## src/cpu_pkg.sv

```systemverilog
package cpu_pkg;

    // first fetch after reset.
    localparam logic [31:0] reset_pc = 32'h0000_0004;

    // primary opcodes.
    localparam logic [5:0] op_special = 6'h00;
    localparam logic [5:0] op_regimm  = 6'h01;
    localparam logic [5:0] op_addiu   = 6'h09;
    localparam logic [5:0] op_lw      = 6'h23;
    localparam logic [5:0] op_sw      = 6'h2b;

    // special function codes.
    localparam logic [5:0] fn_sll  = 6'h00; // all-zero word is nop.
    localparam logic [5:0] fn_jr   = 6'h08;
    localparam logic [5:0] fn_addu = 6'h21;

    // regimm rt field selects the branch.
    localparam logic [4:0] rt_bltz = 5'h00;
    localparam logic [4:0] rt_bgez = 5'h01;

    localparam logic [4:0] reg_v0 = 5'd2;

    // controller states.
    localparam logic [2:0] st_idle   = 3'd0;
    localparam logic [2:0] st_fetch  = 3'd1;
    localparam logic [2:0] st_decode = 3'd2;
    localparam logic [2:0] st_exec   = 3'd3;
    localparam logic [2:0] st_mem    = 3'd4;
    localparam logic [2:0] st_wb     = 3'd5;
    localparam logic [2:0] st_halt   = 3'd6;

    typedef struct packed {
        logic [5:0] op;
        logic [4:0] rs;
        logic [4:0] rt;
        logic [4:0] rd;
        logic [4:0] shamt;
        logic [5:0] funct;
    } r_fields_t;

    typedef struct packed {
        logic [5:0]  op;
        logic [4:0]  rs;
        logic [4:0]  rt;
        logic [15:0] imm;
    } i_fields_t;

    // same word, two field layouts.
    typedef union packed {
        r_fields_t r;
        i_fields_t i;
    } instr_t;

    typedef enum logic [1:0] {
        alu_add,
        alu_pass, // forwards alu_a, used for the jr target.
        alu_none
    } alu_op_t;

endpackage

```

## src/avalon_if.sv

```systemverilog
`timescale 1ns/1ns

interface avalon_if;
    logic [31:0] address;
    logic        read;
    logic        write;
    logic [31:0] writedata;
    logic [3:0]  byteenable;
    logic        waitrequest;
    logic [31:0] readdata; // captured copy, valid the cycle after accept.

    modport ctrl (
        output address, read, write, writedata, byteenable,
        input  waitrequest, readdata
    );

    modport bus (
        input  address, read, write, writedata, byteenable,
        output waitrequest, readdata
    );

endinterface

```

## src/reg_file.sv

```systemverilog
`timescale 1ns/1ns

module reg_file import cpu_pkg::*; (
    input  logic        clk,
    input  logic        arst_n,
    input  logic [4:0]  rs_addr,
    input  logic [4:0]  rt_addr,
    output logic [31:0] rs_data,
    output logic [31:0] rt_data,
    input  logic        wr_en,
    input  logic [4:0]  wr_addr,
    input  logic [31:0] wr_data,
    output logic [31:0] v0
);

    logic [31:0] regs [32];

    always_ff @(posedge clk or negedge arst_n) begin
        if (!arst_n) begin
            for (int i = 0; i < 32; i++) begin
                regs[i] <= '0;
            end
        end else if (wr_en && wr_addr != 5'd0) begin // r0 stays zero.
            regs[wr_addr] <= wr_data;
        end
    end

    // asynchronous reads.
    assign rs_data = regs[rs_addr];
    assign rt_data = regs[rt_addr];

    assign v0 = regs[reg_v0]; // for the top-level register_v0 port.

endmodule

```

## src/alu_branch.sv

```systemverilog
`timescale 1ns/1ns

module alu_branch import cpu_pkg::*; (
    input  logic [31:0] alu_a,
    input  logic [31:0] alu_b,
    input  logic [31:0] imm,         // already sign-extended.
    input  alu_op_t     alu_op,
    input  logic [4:0]  branch_kind, // regimm rt field.
    input  logic        branch_en,
    input  logic [31:0] pc_next,     // address of the delay slot.
    output logic [31:0] result,
    output logic        taken,
    output logic [31:0] target
);

    logic sign_a;

    assign sign_a = alu_a[31];

    always_comb begin
        case (alu_op)
            alu_add:  result = alu_a + alu_b; // wraps, no overflow trap.
            alu_pass: result = alu_a;
            default:  result = '0;
        endcase
    end

    // branch condition on the sign of rs.
    always_comb begin
        taken = 1'b0;
        if (branch_en) begin
            case (branch_kind)
                rt_bgez: taken = !sign_a;
                rt_bltz: taken = sign_a;
                default: taken = 1'b0;
            endcase
        end
    end

    // offset counts words from the delay slot.
    assign target = pc_next + {imm[29:0], 2'b00};

endmodule

```

## src/bus_unit.sv

```systemverilog
`timescale 1ns/1ns

module bus_unit (
    input  logic        clk,
    input  logic        arst_n,
    avalon_if.bus       m,
    output logic [31:0] address,
    output logic        read,
    output logic        write,
    output logic [31:0] writedata,
    output logic [3:0]  byteenable,
    input  logic        waitrequest,
    input  logic [31:0] readdata
);

    logic [31:0] rd_q;
    logic        rd_accept;

    // request goes straight out, no added latency.
    assign address    = m.address;
    assign read       = m.read;
    assign write      = m.write;
    assign writedata  = m.writedata;
    assign byteenable = m.byteenable;

    assign m.waitrequest = waitrequest;

    // read is accepted on the edge where waitrequest is low.
    assign rd_accept = m.read && !waitrequest;

    always_ff @(posedge clk or negedge arst_n) begin
        if (!arst_n) begin
            rd_q <= '0;
        end else if (rd_accept) begin
            rd_q <= readdata;
        end
    end

    // controller picks this up in the state after the transfer.
    assign m.readdata = rd_q;

endmodule

```

## src/cpu_ctrl.sv

```systemverilog
`timescale 1ns/1ns

module cpu_ctrl import cpu_pkg::*; (
    input  logic        clk,
    input  logic        arst_n,
    avalon_if.ctrl      m,
    output logic [4:0]  rs_addr,
    output logic [4:0]  rt_addr,
    input  logic [31:0] rs_data,
    input  logic [31:0] rt_data,
    output logic        wr_en,
    output logic [4:0]  wr_addr,
    output logic [31:0] wr_data,
    output logic [31:0] alu_a,
    output logic [31:0] alu_b,
    output logic [31:0] imm,
    output alu_op_t     alu_op,
    output logic [4:0]  branch_kind,
    output logic        branch_en,
    output logic [31:0] pc_next,
    input  logic [31:0] result,
    input  logic        taken,
    input  logic [31:0] target,
    output logic        active
);

    logic [2:0]  state;
    logic [31:0] pc;          // address of the current instruction.
    instr_t      ir;
    logic [31:0] addr_q;      // lw/sw address from exec.
    logic        slot;        // current instruction sits in a delay slot.
    logic [31:0] pend_target;

    logic wb_rd, wb_rt, b_from_rt;
    logic is_jr, is_lw, is_sw;
    logic mem_op, retire, redirect;

    always_comb begin
        alu_op    = alu_none;
        wb_rd     = 1'b0;
        wb_rt     = 1'b0;
        b_from_rt = 1'b0;
        is_jr     = 1'b0;
        is_lw     = 1'b0;
        is_sw     = 1'b0;
        branch_en = 1'b0;
        case (ir.r.op)
            op_special: begin
                case (ir.r.funct)
                    fn_addu: begin
                        alu_op    = alu_add;
                        wb_rd     = 1'b1;
                        b_from_rt = 1'b1;
                    end
                    fn_jr: begin
                        alu_op = alu_pass;
                        is_jr  = 1'b1;
                    end
                    fn_sll:  alu_op = alu_none; // only the nop form is supported.
                    default: alu_op = alu_none;
                endcase
            end
            op_regimm: branch_en = 1'b1;
            op_addiu: begin
                alu_op = alu_add;
                wb_rt  = 1'b1;
            end
            op_lw: begin
                alu_op = alu_add;
                is_lw  = 1'b1;
            end
            op_sw: begin
                alu_op = alu_add;
                is_sw  = 1'b1;
            end
            default: alu_op = alu_none;
        endcase
    end

    assign rs_addr     = ir.r.rs;
    assign rt_addr     = ir.r.rt;
    assign imm         = {{16{ir.i.imm[15]}}, ir.i.imm};
    assign alu_a       = rs_data;
    assign alu_b       = b_from_rt ? rt_data : imm;
    assign branch_kind = ir.i.rt;
    assign pc_next     = pc + 32'd4;

    assign mem_op   = is_lw || is_sw;
    assign retire   = (state == st_exec && !mem_op) || state == st_wb;
    assign redirect = is_jr || taken;

    // alu results land in exec, load data in wb.
    assign wr_en   = (state == st_exec && (wb_rd || wb_rt)) || (state == st_wb && is_lw);
    assign wr_addr = wb_rd ? ir.r.rd : ir.r.rt;
    assign wr_data = (state == st_wb) ? m.readdata : result;

    assign m.address    = (state == st_mem) ? addr_q : pc;
    assign m.read       = state == st_fetch || (state == st_mem && is_lw);
    assign m.write      = state == st_mem && is_sw;
    assign m.writedata  = rt_data;
    assign m.byteenable = 4'hf;

    always_ff @(posedge clk or negedge arst_n) begin
        if (!arst_n) begin
            state       <= st_idle;
            pc          <= reset_pc;
            active      <= 1'b0;
            slot        <= 1'b0;
            pend_target <= '0;
        end else begin
            case (state)
                st_idle: begin
                    active <= 1'b1;
                    state  <= st_fetch;
                end
                st_fetch: if (!m.waitrequest) state <= st_decode;
                st_decode: state <= st_exec;
                st_exec: if (mem_op) state <= st_mem;
                st_mem: if (!m.waitrequest) state <= st_wb;
                st_halt: active <= 1'b0; // drops one cycle after the slot retires.
                default: state <= st_halt;
            endcase

            if (retire) begin
                if (slot) begin
                    pc    <= pend_target;
                    slot  <= 1'b0;
                    state <= (pend_target == 32'd0) ? st_halt : st_fetch;
                end else begin
                    pc    <= pc_next;
                    state <= st_fetch;
                end
                if (redirect) begin // delay slot runs first.
                    slot        <= 1'b1;
                    pend_target <= is_jr ? result : target;
                end
            end
        end
    end

    always_ff @(posedge clk) begin
        if (state == st_decode) begin
            ir <= m.readdata;
        end
        if (state == st_exec) begin
            addr_q <= result;
        end
    end

endmodule

```

## src/cpu_top.sv

```systemverilog
`timescale 1ns/1ns

module cpu_top import cpu_pkg::*; (
    input  logic        clk,
    input  logic        arst_n,
    output logic        active,
    output logic [31:0] register_v0,
    output logic [31:0] address,
    output logic        read,
    output logic        write,
    output logic [31:0] writedata,
    output logic [3:0]  byteenable,
    input  logic        waitrequest,
    input  logic [31:0] readdata
);

    avalon_if av ();

    logic [4:0]  rs_addr, rt_addr, wr_addr, branch_kind;
    logic [31:0] rs_data, rt_data, wr_data;
    logic [31:0] alu_a, alu_b, imm, pc_next, result, target;
    logic        wr_en, branch_en, taken;
    alu_op_t     alu_op;

    cpu_ctrl ctrl_i (
        .clk(clk), .arst_n(arst_n), .m(av.ctrl),
        .rs_addr(rs_addr), .rt_addr(rt_addr), .rs_data(rs_data), .rt_data(rt_data),
        .wr_en(wr_en), .wr_addr(wr_addr), .wr_data(wr_data),
        .alu_a(alu_a), .alu_b(alu_b), .imm(imm), .alu_op(alu_op),
        .branch_kind(branch_kind), .branch_en(branch_en), .pc_next(pc_next),
        .result(result), .taken(taken), .target(target), .active(active)
    );

    reg_file rf_i (
        .clk(clk), .arst_n(arst_n),
        .rs_addr(rs_addr), .rt_addr(rt_addr), .rs_data(rs_data), .rt_data(rt_data),
        .wr_en(wr_en), .wr_addr(wr_addr), .wr_data(wr_data), .v0(register_v0)
    );

    alu_branch alu_i (
        .alu_a(alu_a), .alu_b(alu_b), .imm(imm), .alu_op(alu_op),
        .branch_kind(branch_kind), .branch_en(branch_en), .pc_next(pc_next),
        .result(result), .taken(taken), .target(target)
    );

    bus_unit bus_i (
        .clk(clk), .arst_n(arst_n), .m(av.bus),
        .address(address), .read(read), .write(write), .writedata(writedata),
        .byteenable(byteenable), .waitrequest(waitrequest), .readdata(readdata)
    );

endmodule

```

## config.mk

```make
export PLATFORM = sky130hd
export DESIGN_NAME = cpu_top
export DESIGN_NICKNAME = d
export VERILOG_FILES = /design/src/cpu_pkg.sv /design/src/avalon_if.sv /design/src/reg_file.sv /design/src/alu_branch.sv /design/src/bus_unit.sv /design/src/cpu_ctrl.sv /design/src/cpu_top.sv
export SDC_FILE = /design/constraint.sdc
export NUM_CORES = 2
export LEC_CHECK = 0
export BUFFER_PORTS_ARGS = -buffer_cell sky130_fd_sc_hd__buf_2
export CAP_MARGIN = 20
export CORE_UTILIZATION = 60
export CTS_CLUSTER_SIZE = 25
export DETAILED_ROUTE_END_ITERATION = 10
export GPL_TIMING_DRIVEN = 1
export MAX_ROUTING_LAYER = met4
export PLACE_DENSITY_LB_ADDON = 0.05
export SYNTH_ARGS = -nofsm -noshare
export SYNTH_HDL_FRONTEND = slang
export SYNTH_SLANG_ARGS = --single-unit
```

## constraint.sdc

```tcl
create_clock -name clk -period 11.6 [get_ports clk]
set_input_delay 1.16 -clock clk [delete_from_list [all_inputs] [get_ports clk]]
set_output_delay 1.16 -clock clk [all_outputs]
set_load 0.02 [all_outputs]
```

; ---- After elaboration in Yosys (flattened, before gate mapping)
; Index checks and enable logic that the tools add are counted.
[classes]
n_addsub = 3
n_mul = 0
div = 0
n_lt_le_gt_ge = 4
eq_ne = 18
shifts = 0
mux = 37
bitwise_logic = 3
n_reduce_logical = 27
[op_table]
columns = cell, n
row1 = 1024-bit bitwise mux, 1
row2 = 32-bit binary-select mux with 5-bit select, 2
row3 = 32-bit two-way mux, 10
row4 = 32-bit demux with 5-bit select, 1
row5 = 32-bit adder, 2
row6 = 32-bit one-hot mux with 2 select lines, 1
row7 = "32-bit by 3-bit adder with 32-bit output, second input constant", 1
row8 = 32-bit zero test, 1
row9 = "6-bit equality test, second input constant", 3
row10 = "6-bit >= comparator, second input constant", 3
row11 = 3-bit two-way mux, 6
row12 = 5-bit NOT with 6-bit output, 3
row13 = 3-bit one-hot mux with 6 select lines, 1
row14 = "6-bit by 4-bit equality test with 1-bit output, second input constant", 2
row15 = 1-bit two-way mux, 10
row16 = "3-bit equality test, second input constant", 3
row17 = 1-bit logical AND, 8
row18 = 2-bit one-hot mux with 2 select lines, 2
row19 = "3-bit by 2-bit equality test with 1-bit output, second input constant", 2
row20 = "6-bit by 1-bit equality test with 1-bit output, second input constant", 1
row21 = 6-bit zero test, 1
row22 = 1-bit logical OR, 6
row23 = "6-bit by 1-bit less-than comparator with 1-bit output, second input constant", 1
row24 = "3-bit by 2-bit inequality test with 1-bit output, second input constant", 2
row25 = other kinds (16), 19
[totals]
register_bits = 1189
latchBits = 0
mem_bits_rw = 0
mem_bits_ro = 0
output_inout_bits = 103
wordCells = 132
mem_count = 0

; ---- Depth between registers and ports, before layout
[logic_depth]
ltp_word = 10
mapped_depth = 21

; ---- Modules after synthesis
; A second synthesis with hierarchy kept.
[unflattened]
cells_unflattened = 6144
hier_area_um2 = 69192.6
[by_module_without_submodules]
columns = module, n_inst, cells_each, area_each_um2
row1 = reg_file, 1, 4641, 55639.6
row2 = cpu_ctrl, 1, 852, 8140.3
row3 = alu_branch, 1, 511, 3520.9
row4 = bus_unit, 1, 140, 1891.8

; ---- Least setup slack after synthesis
; Ideal clock, no wire load.
[synth_timing]
kind = flip-flop to flip-flop
start = register ctrl_i.ir[16] (netlist name)
end = register rf_i.regs[656] (netlist name)
setup_time_ps = 126
arrival_ps = 5837
required_time_ps = 11474
slack_ps = 5637
path_stages_with_launch = 22
period_less_slack_ps = 5963
cell_sequence = edfxtp_1 > clkbuf_1 > buf_2 > clkbuf_1 > buf_1 > mux4_2 > mux4_2 > mux2_2 > o21a_1 > ha_1 > inv_1 > fa_1 > nor2b_1 > o31a_1 > o311ai_0 > a21oi_1 > o21ai_0 > a2111oi_0 > or4_1 > mux2i_4 > buf_4 > o21ai_1
[synth_via]
elab_chain_cells = 9
elab_cells_between_ends = 18
[synth_lines]
columns = item, line_no
row1 = "start, declared", cpu_ctrl.sv:29  ; instr_t ir;
row2 = "start signal, assigned", cpu_ctrl.sv:143  ; ir <= m.readdata;
row3 = 5-bit NOT with 6-bit output (not written as such), reg_file.sv:30  ; assign rt_data = regs[rt_addr];
row4 = 32-bit binary-select mux with 5-bit select, reg_file.sv:30
row5 = 32-bit two-way mux (not written as such) (2 in a row), reg_file.sv:30
row6 = named net writedata[0], cpu_top.sv:11  ; output logic [31:0] writedata,
row7 = 32-bit two-way mux, cpu_ctrl.sv:84  ; assign alu_b = b_from_rt ? rt_data : imm;
row8 = 32-bit adder, alu_branch.sv:22  ; alu_add: result = alu_a + alu_b;
row9 = 32-bit one-hot mux with 2 select lines, alu_branch.sv:21  ; case (alu_op)
row10 = named net alu_i.result[16], alu_branch.sv:11  ; output logic [31:0] result,
row11 = 32-bit two-way mux, cpu_ctrl.sv:95  ; assign wr_data = (state == st_wb) ? m.readdata : result;
row12 = 1024-bit bitwise mux, reg_file.sv:24  ; regs[wr_addr] <= wr_data;
row13 = "end signal, assigned by index", reg_file.sv:24
row14 = "end, declared", reg_file.sv:16  ; logic [31:0] regs [32];
; The timed path passes the listed nets, and every way through them passes these cells. The select of a mux whose other input is x is not followed.
; A chain may end at the register's enable or synchronous reset.

; ---- Worst setup path in the final report
[layout_timing]
start = register ctrl_i.ir[16] (netlist name)
end = register rf_i.regs[894] (netlist name)
[layout_via]
elab_chain_cells = 9
elab_cells_between_ends = 18
[layout_lines]
columns = item, line_no
row1 = 5-bit NOT with 6-bit output (not written as such), reg_file.sv:30
row2 = 32-bit binary-select mux with 5-bit select, reg_file.sv:30
row3 = 32-bit two-way mux (not written as such) (2 in a row), reg_file.sv:30
row4 = 32-bit two-way mux, cpu_ctrl.sv:84
row5 = 32-bit adder, alu_branch.sv:22
row6 = 32-bit one-hot mux with 2 select lines, alu_branch.sv:21
row7 = named net alu_i.result[30], alu_branch.sv:11
row8 = 32-bit two-way mux, cpu_ctrl.sv:95
row9 = 1024-bit bitwise mux, reg_file.sv:24
; The timed path passes the listed nets, and every way through them passes these cells. The select of a mux whose other input is x is not followed.

==> results_dict.tcl <==
set metrics [dict create \
    status "completed" \
    clock_skew_ns 0.0367 \
    setup_viol 0 \
    drive_gt1_share_pct 23.5 \
    worstSetupEndpointType "flop" \
    cts_setup_buffers 0 \
    holdPathStages 0 \
    rows 119 \
    vias_per_cell 6.81 \
    routed_wl_um 204000 \
    antenna_found_initial 4 \
    area_growth_pct 8.73 \
    post-dp-hpwl_um 122000 \
    fin_tns_setup_ns 0 \
    timing.fmax_ghz 0.142 \
    clock-sinks 1189 \
    async_flop_share_pct 94.6 \
    synth-edff-count 64 \
    ctsHoldBuffers 0 \
    min_from "rf_i.regs[1021]" \
    finalHoldViolations 0 \
    cts_buffers 131 \
    placed_cell_area_sq_um 64900 \
    cts.path.max_buffers 3 \
    final.period_utilization_pct 60.9 \
    die_area_sq_um 107000 \
    syn_inst 5602 \
    cts.clk_slew.worst_paths_ns 0.06 \
    slowest_delay_ns 0.76 \
    max-vdd-ir-drop_uv 182 \
    worstRegToRegCells 19 \
    num-nets-final 5512 \
    fp.coreArea_sq_um 105000 \
    cts_tree "built" \
    min_path_type "reg -> reg" \
    finalWeightedCongestion 0.942 \
    synth_area_sq_um 63700 \
    grt.total_usage_pct 40.1 \
    drt_iter0_markers 5322 \
    start_util_pct 60.5 \
    ant_nets 0 \
    dp_slack_ns 4.19 \
    powerDensity_nw_per_um2 173 \
    final_common_cell "dfrtp_1" \
    crit_path_top_delay_cell "a211oi_1" \
    crit_arrival_ns 7.65 \
    ys_seq_area_share_pct 47.2 \
    grt_start_max_net_pins 164 \
    die_width_um 328 \
    criticalPathCategory "reg -> reg" \
    leakage_nw 29.3 \
    cap_viol_max_count 0 \
    drc 0 \
    rsz0062_at_grt "no" \
    regToRegStartpoint "ctrl_i.ir[16]" \
    holdPathEnd "rf_i.regs[1021]" \
    worstSetupStartpointType "flop" \
    grt_pass1_wl_um 305000 \
    max-slew-margin-rel_pct 20.4 \
    synth-main-ff-cell "dfrtp_1" \
    crit_chain "buf_4 -> buf_12 -> mux4_2 -> mux4_2 -> mux2_2 -> o21a_1 -> ha_1 -> inv_1 -> fa_1 -> nor2b_1 -> o31a_1 -> o311ai_0 -> a21oi_1 -> a211oi_1 -> or4_1 -> nand3_1 -> mux2i_2 -> buf_4 -> o21ai_0" \
    vias 47000 \
    cts_max_level 4 \
    syn_avg_cell_area_sq_um 11.4 \
    wl_per_cell_um 29.5 \
    post-route-util_pct 65.8 \
    regToRegSetupSlack_ns 4.54 \
    insertion_delay_ns 0.76 \
    fin_area_sq_um 69200 \
    ys_types 70 \
    period_minus_slack_ns 7.06 \
    grt_remaining_overflow 0 \
    critical_path.reg2reg.endpoint "rf_i.regs[894]" \
    yosysWarnings 0 \
    synth_seq_cells 1189 \
    crit_required_ns 12.18 \
    die_h_um 328 \
    cts_root_buffer "clkbuf_16" \
    worstPathMaxFanout 80 \
    ctsResizeCount 0 \
    port_buffers 133 \
    slew_violations 0 \
    drt-pass1-iter-count 5 \
    worst_slew_pin_slew_ns 1.19 \
    most-common-layout-cells "dfrtp_1 (1124), nand2_1 (1122), o21ai_0 (1011)" \
    total_power_mw 12.0 \
    fin_ws_ns 4.54 \
    ios 138 \
    grt_pass1_vias 46400 \
]
cells by family after synthesis:
group                      count (synthesis)  share of synthesized area, %
adders and majority gates                 63                          1.26
and+or+nand+nor                         1489                          9.58
other                                      1                       0.00589
xor gates and xnor gates                  71                         0.976
buffers and inverters                    610                          4.06
DFF                                     1189                          47.2
muxes                                    813                          25.5
AOI/OAI and AO/OA                       1366                          11.4
metal layers:
| metal | track usage, % | vias to the layer above | part of all wire (%) |
|---|---|---|---|
| li1 | - | 20000 | - |
| met1 | 53.7 | 24100 | 39 |
| met2 | 59.2 | 2358 | 46 |
| met3 | 8.39 | 512 | 9.7 |
| met4 | 18.6 | 0 | 4.9 |
| met5 | - | - | 0 |
critical path: cells and delay by family, from the launching register on:
kind,cells,cell delay [ns]
AO/OA/AOI/OAI,6,2.31
adder cells (fa/ha/maj),2,0.42
buffers and inverters,4,1.67
flip-flops,1,0.42
multiplexers,4,1.55
AND/OR/NAND/NOR,3,0.39
registers in the layout, summed over array words and instances, names as in the netlist:
name and cells:
ctrl_i.pend_target 32, ctrl_i.state 3, ctrl_i.addr_q 32, ctrl_i.active 1
rf_i.v0 32, ctrl_i.pc 32, bus_i.m.readdata 32, rf_i.regs 992
ctrl_i.ir 32, ctrl_i.slot 1
synthesized netlist by cell type (7+ instances only):
master    instances  area [sq um]
buf_4            47           353
o21ai_1          73           365
nor4_1            8          50.1
a21o_1           40           300
or3_1             8          50.1
inv_1            32           120
and2_1           22           138
nand4_1          21           131
buf_1            33           124
mux2i_1          56           561
a31oi_1          21           131
nand3_1          37           185
ha_1             61           763
mux4_2          632         14200
nor3_1           21           105
and4_1            9          78.8
a21oi_1         112           561
o211ai_1         12          90.1
o21bai_1          7          52.6
o22ai_1           9          56.3
nand3b_1          7          52.6
edfxtp_1         64          1920
nand2b_1         12          75.1
mux2_2          124          1400
xnor2_1          47           412
and3_1           25           156
o21a_1           12          90.1
nand2_1        1151          4320
a22oi_1          12          90.1
nor2_1          132           495
buf_2            44           220
dfrtp_1        1124         28100
xor2_1           24           210
o21ai_0        1013          5070
clkbuf_1        425          1600
nor2b_1          13          81.3
clkbuf_2         22           110
power by group:
part | leakage, nW | internal, mW | switching, mW
registers | 16.2 | 4.39 | 0.231
logic | 11.0 | 1.13 | 2.07
clock network | 2.09 | 2.38 | 1.75
metrics by stage:
| stage | hold WS (ns) | std cells |
|---|---|---|
| 2_1_floorplan | 0.438 | 5605 |
| 3_3_place_gp | 0.376 | 6667 |
| 3_5_place_dp | 0.382 | 6669 |
| 4_1_cts | 0.396 | 6902 |
| 5_1_grt | 0.409 | 6906 |
| 6_report | 0.396 | 6907 |
area by class of cell:
class,instances,area [sq um]
clock buffers,193,3830
multi-input cells,3806,31300
fillers,8129,36000
diodes,2,5.00
clock inverters,40,388
flip-flops and latches,1189,30100
inverters,34,133
well taps,1391,1740
repair buffers,252,1760
how the worst max path moves through the flow:
stage | start | to | slack [ns] | cells after the start
floorplan | ctrl_i.ir[16] | rf_i.regs[656] | 5.64 | 21
detailed placement | ctrl_i.ir[16] | rf_i.regs[496] | 4.19 | 18
global placement | ctrl_i.ir[16] | rf_i.regs[496] | 4.28 | 18
CTS | ctrl_i.ir[16] | rf_i.regs[496] | 4.18 | 18
global route | ctrl_i.ir[16] | rf_i.regs[798] | 4.06 | 19
finish | ctrl_i.ir[16] | rf_i.regs[894] | 4.54 | 19
No activity file was read; power rests on OpenSTA's default activity.
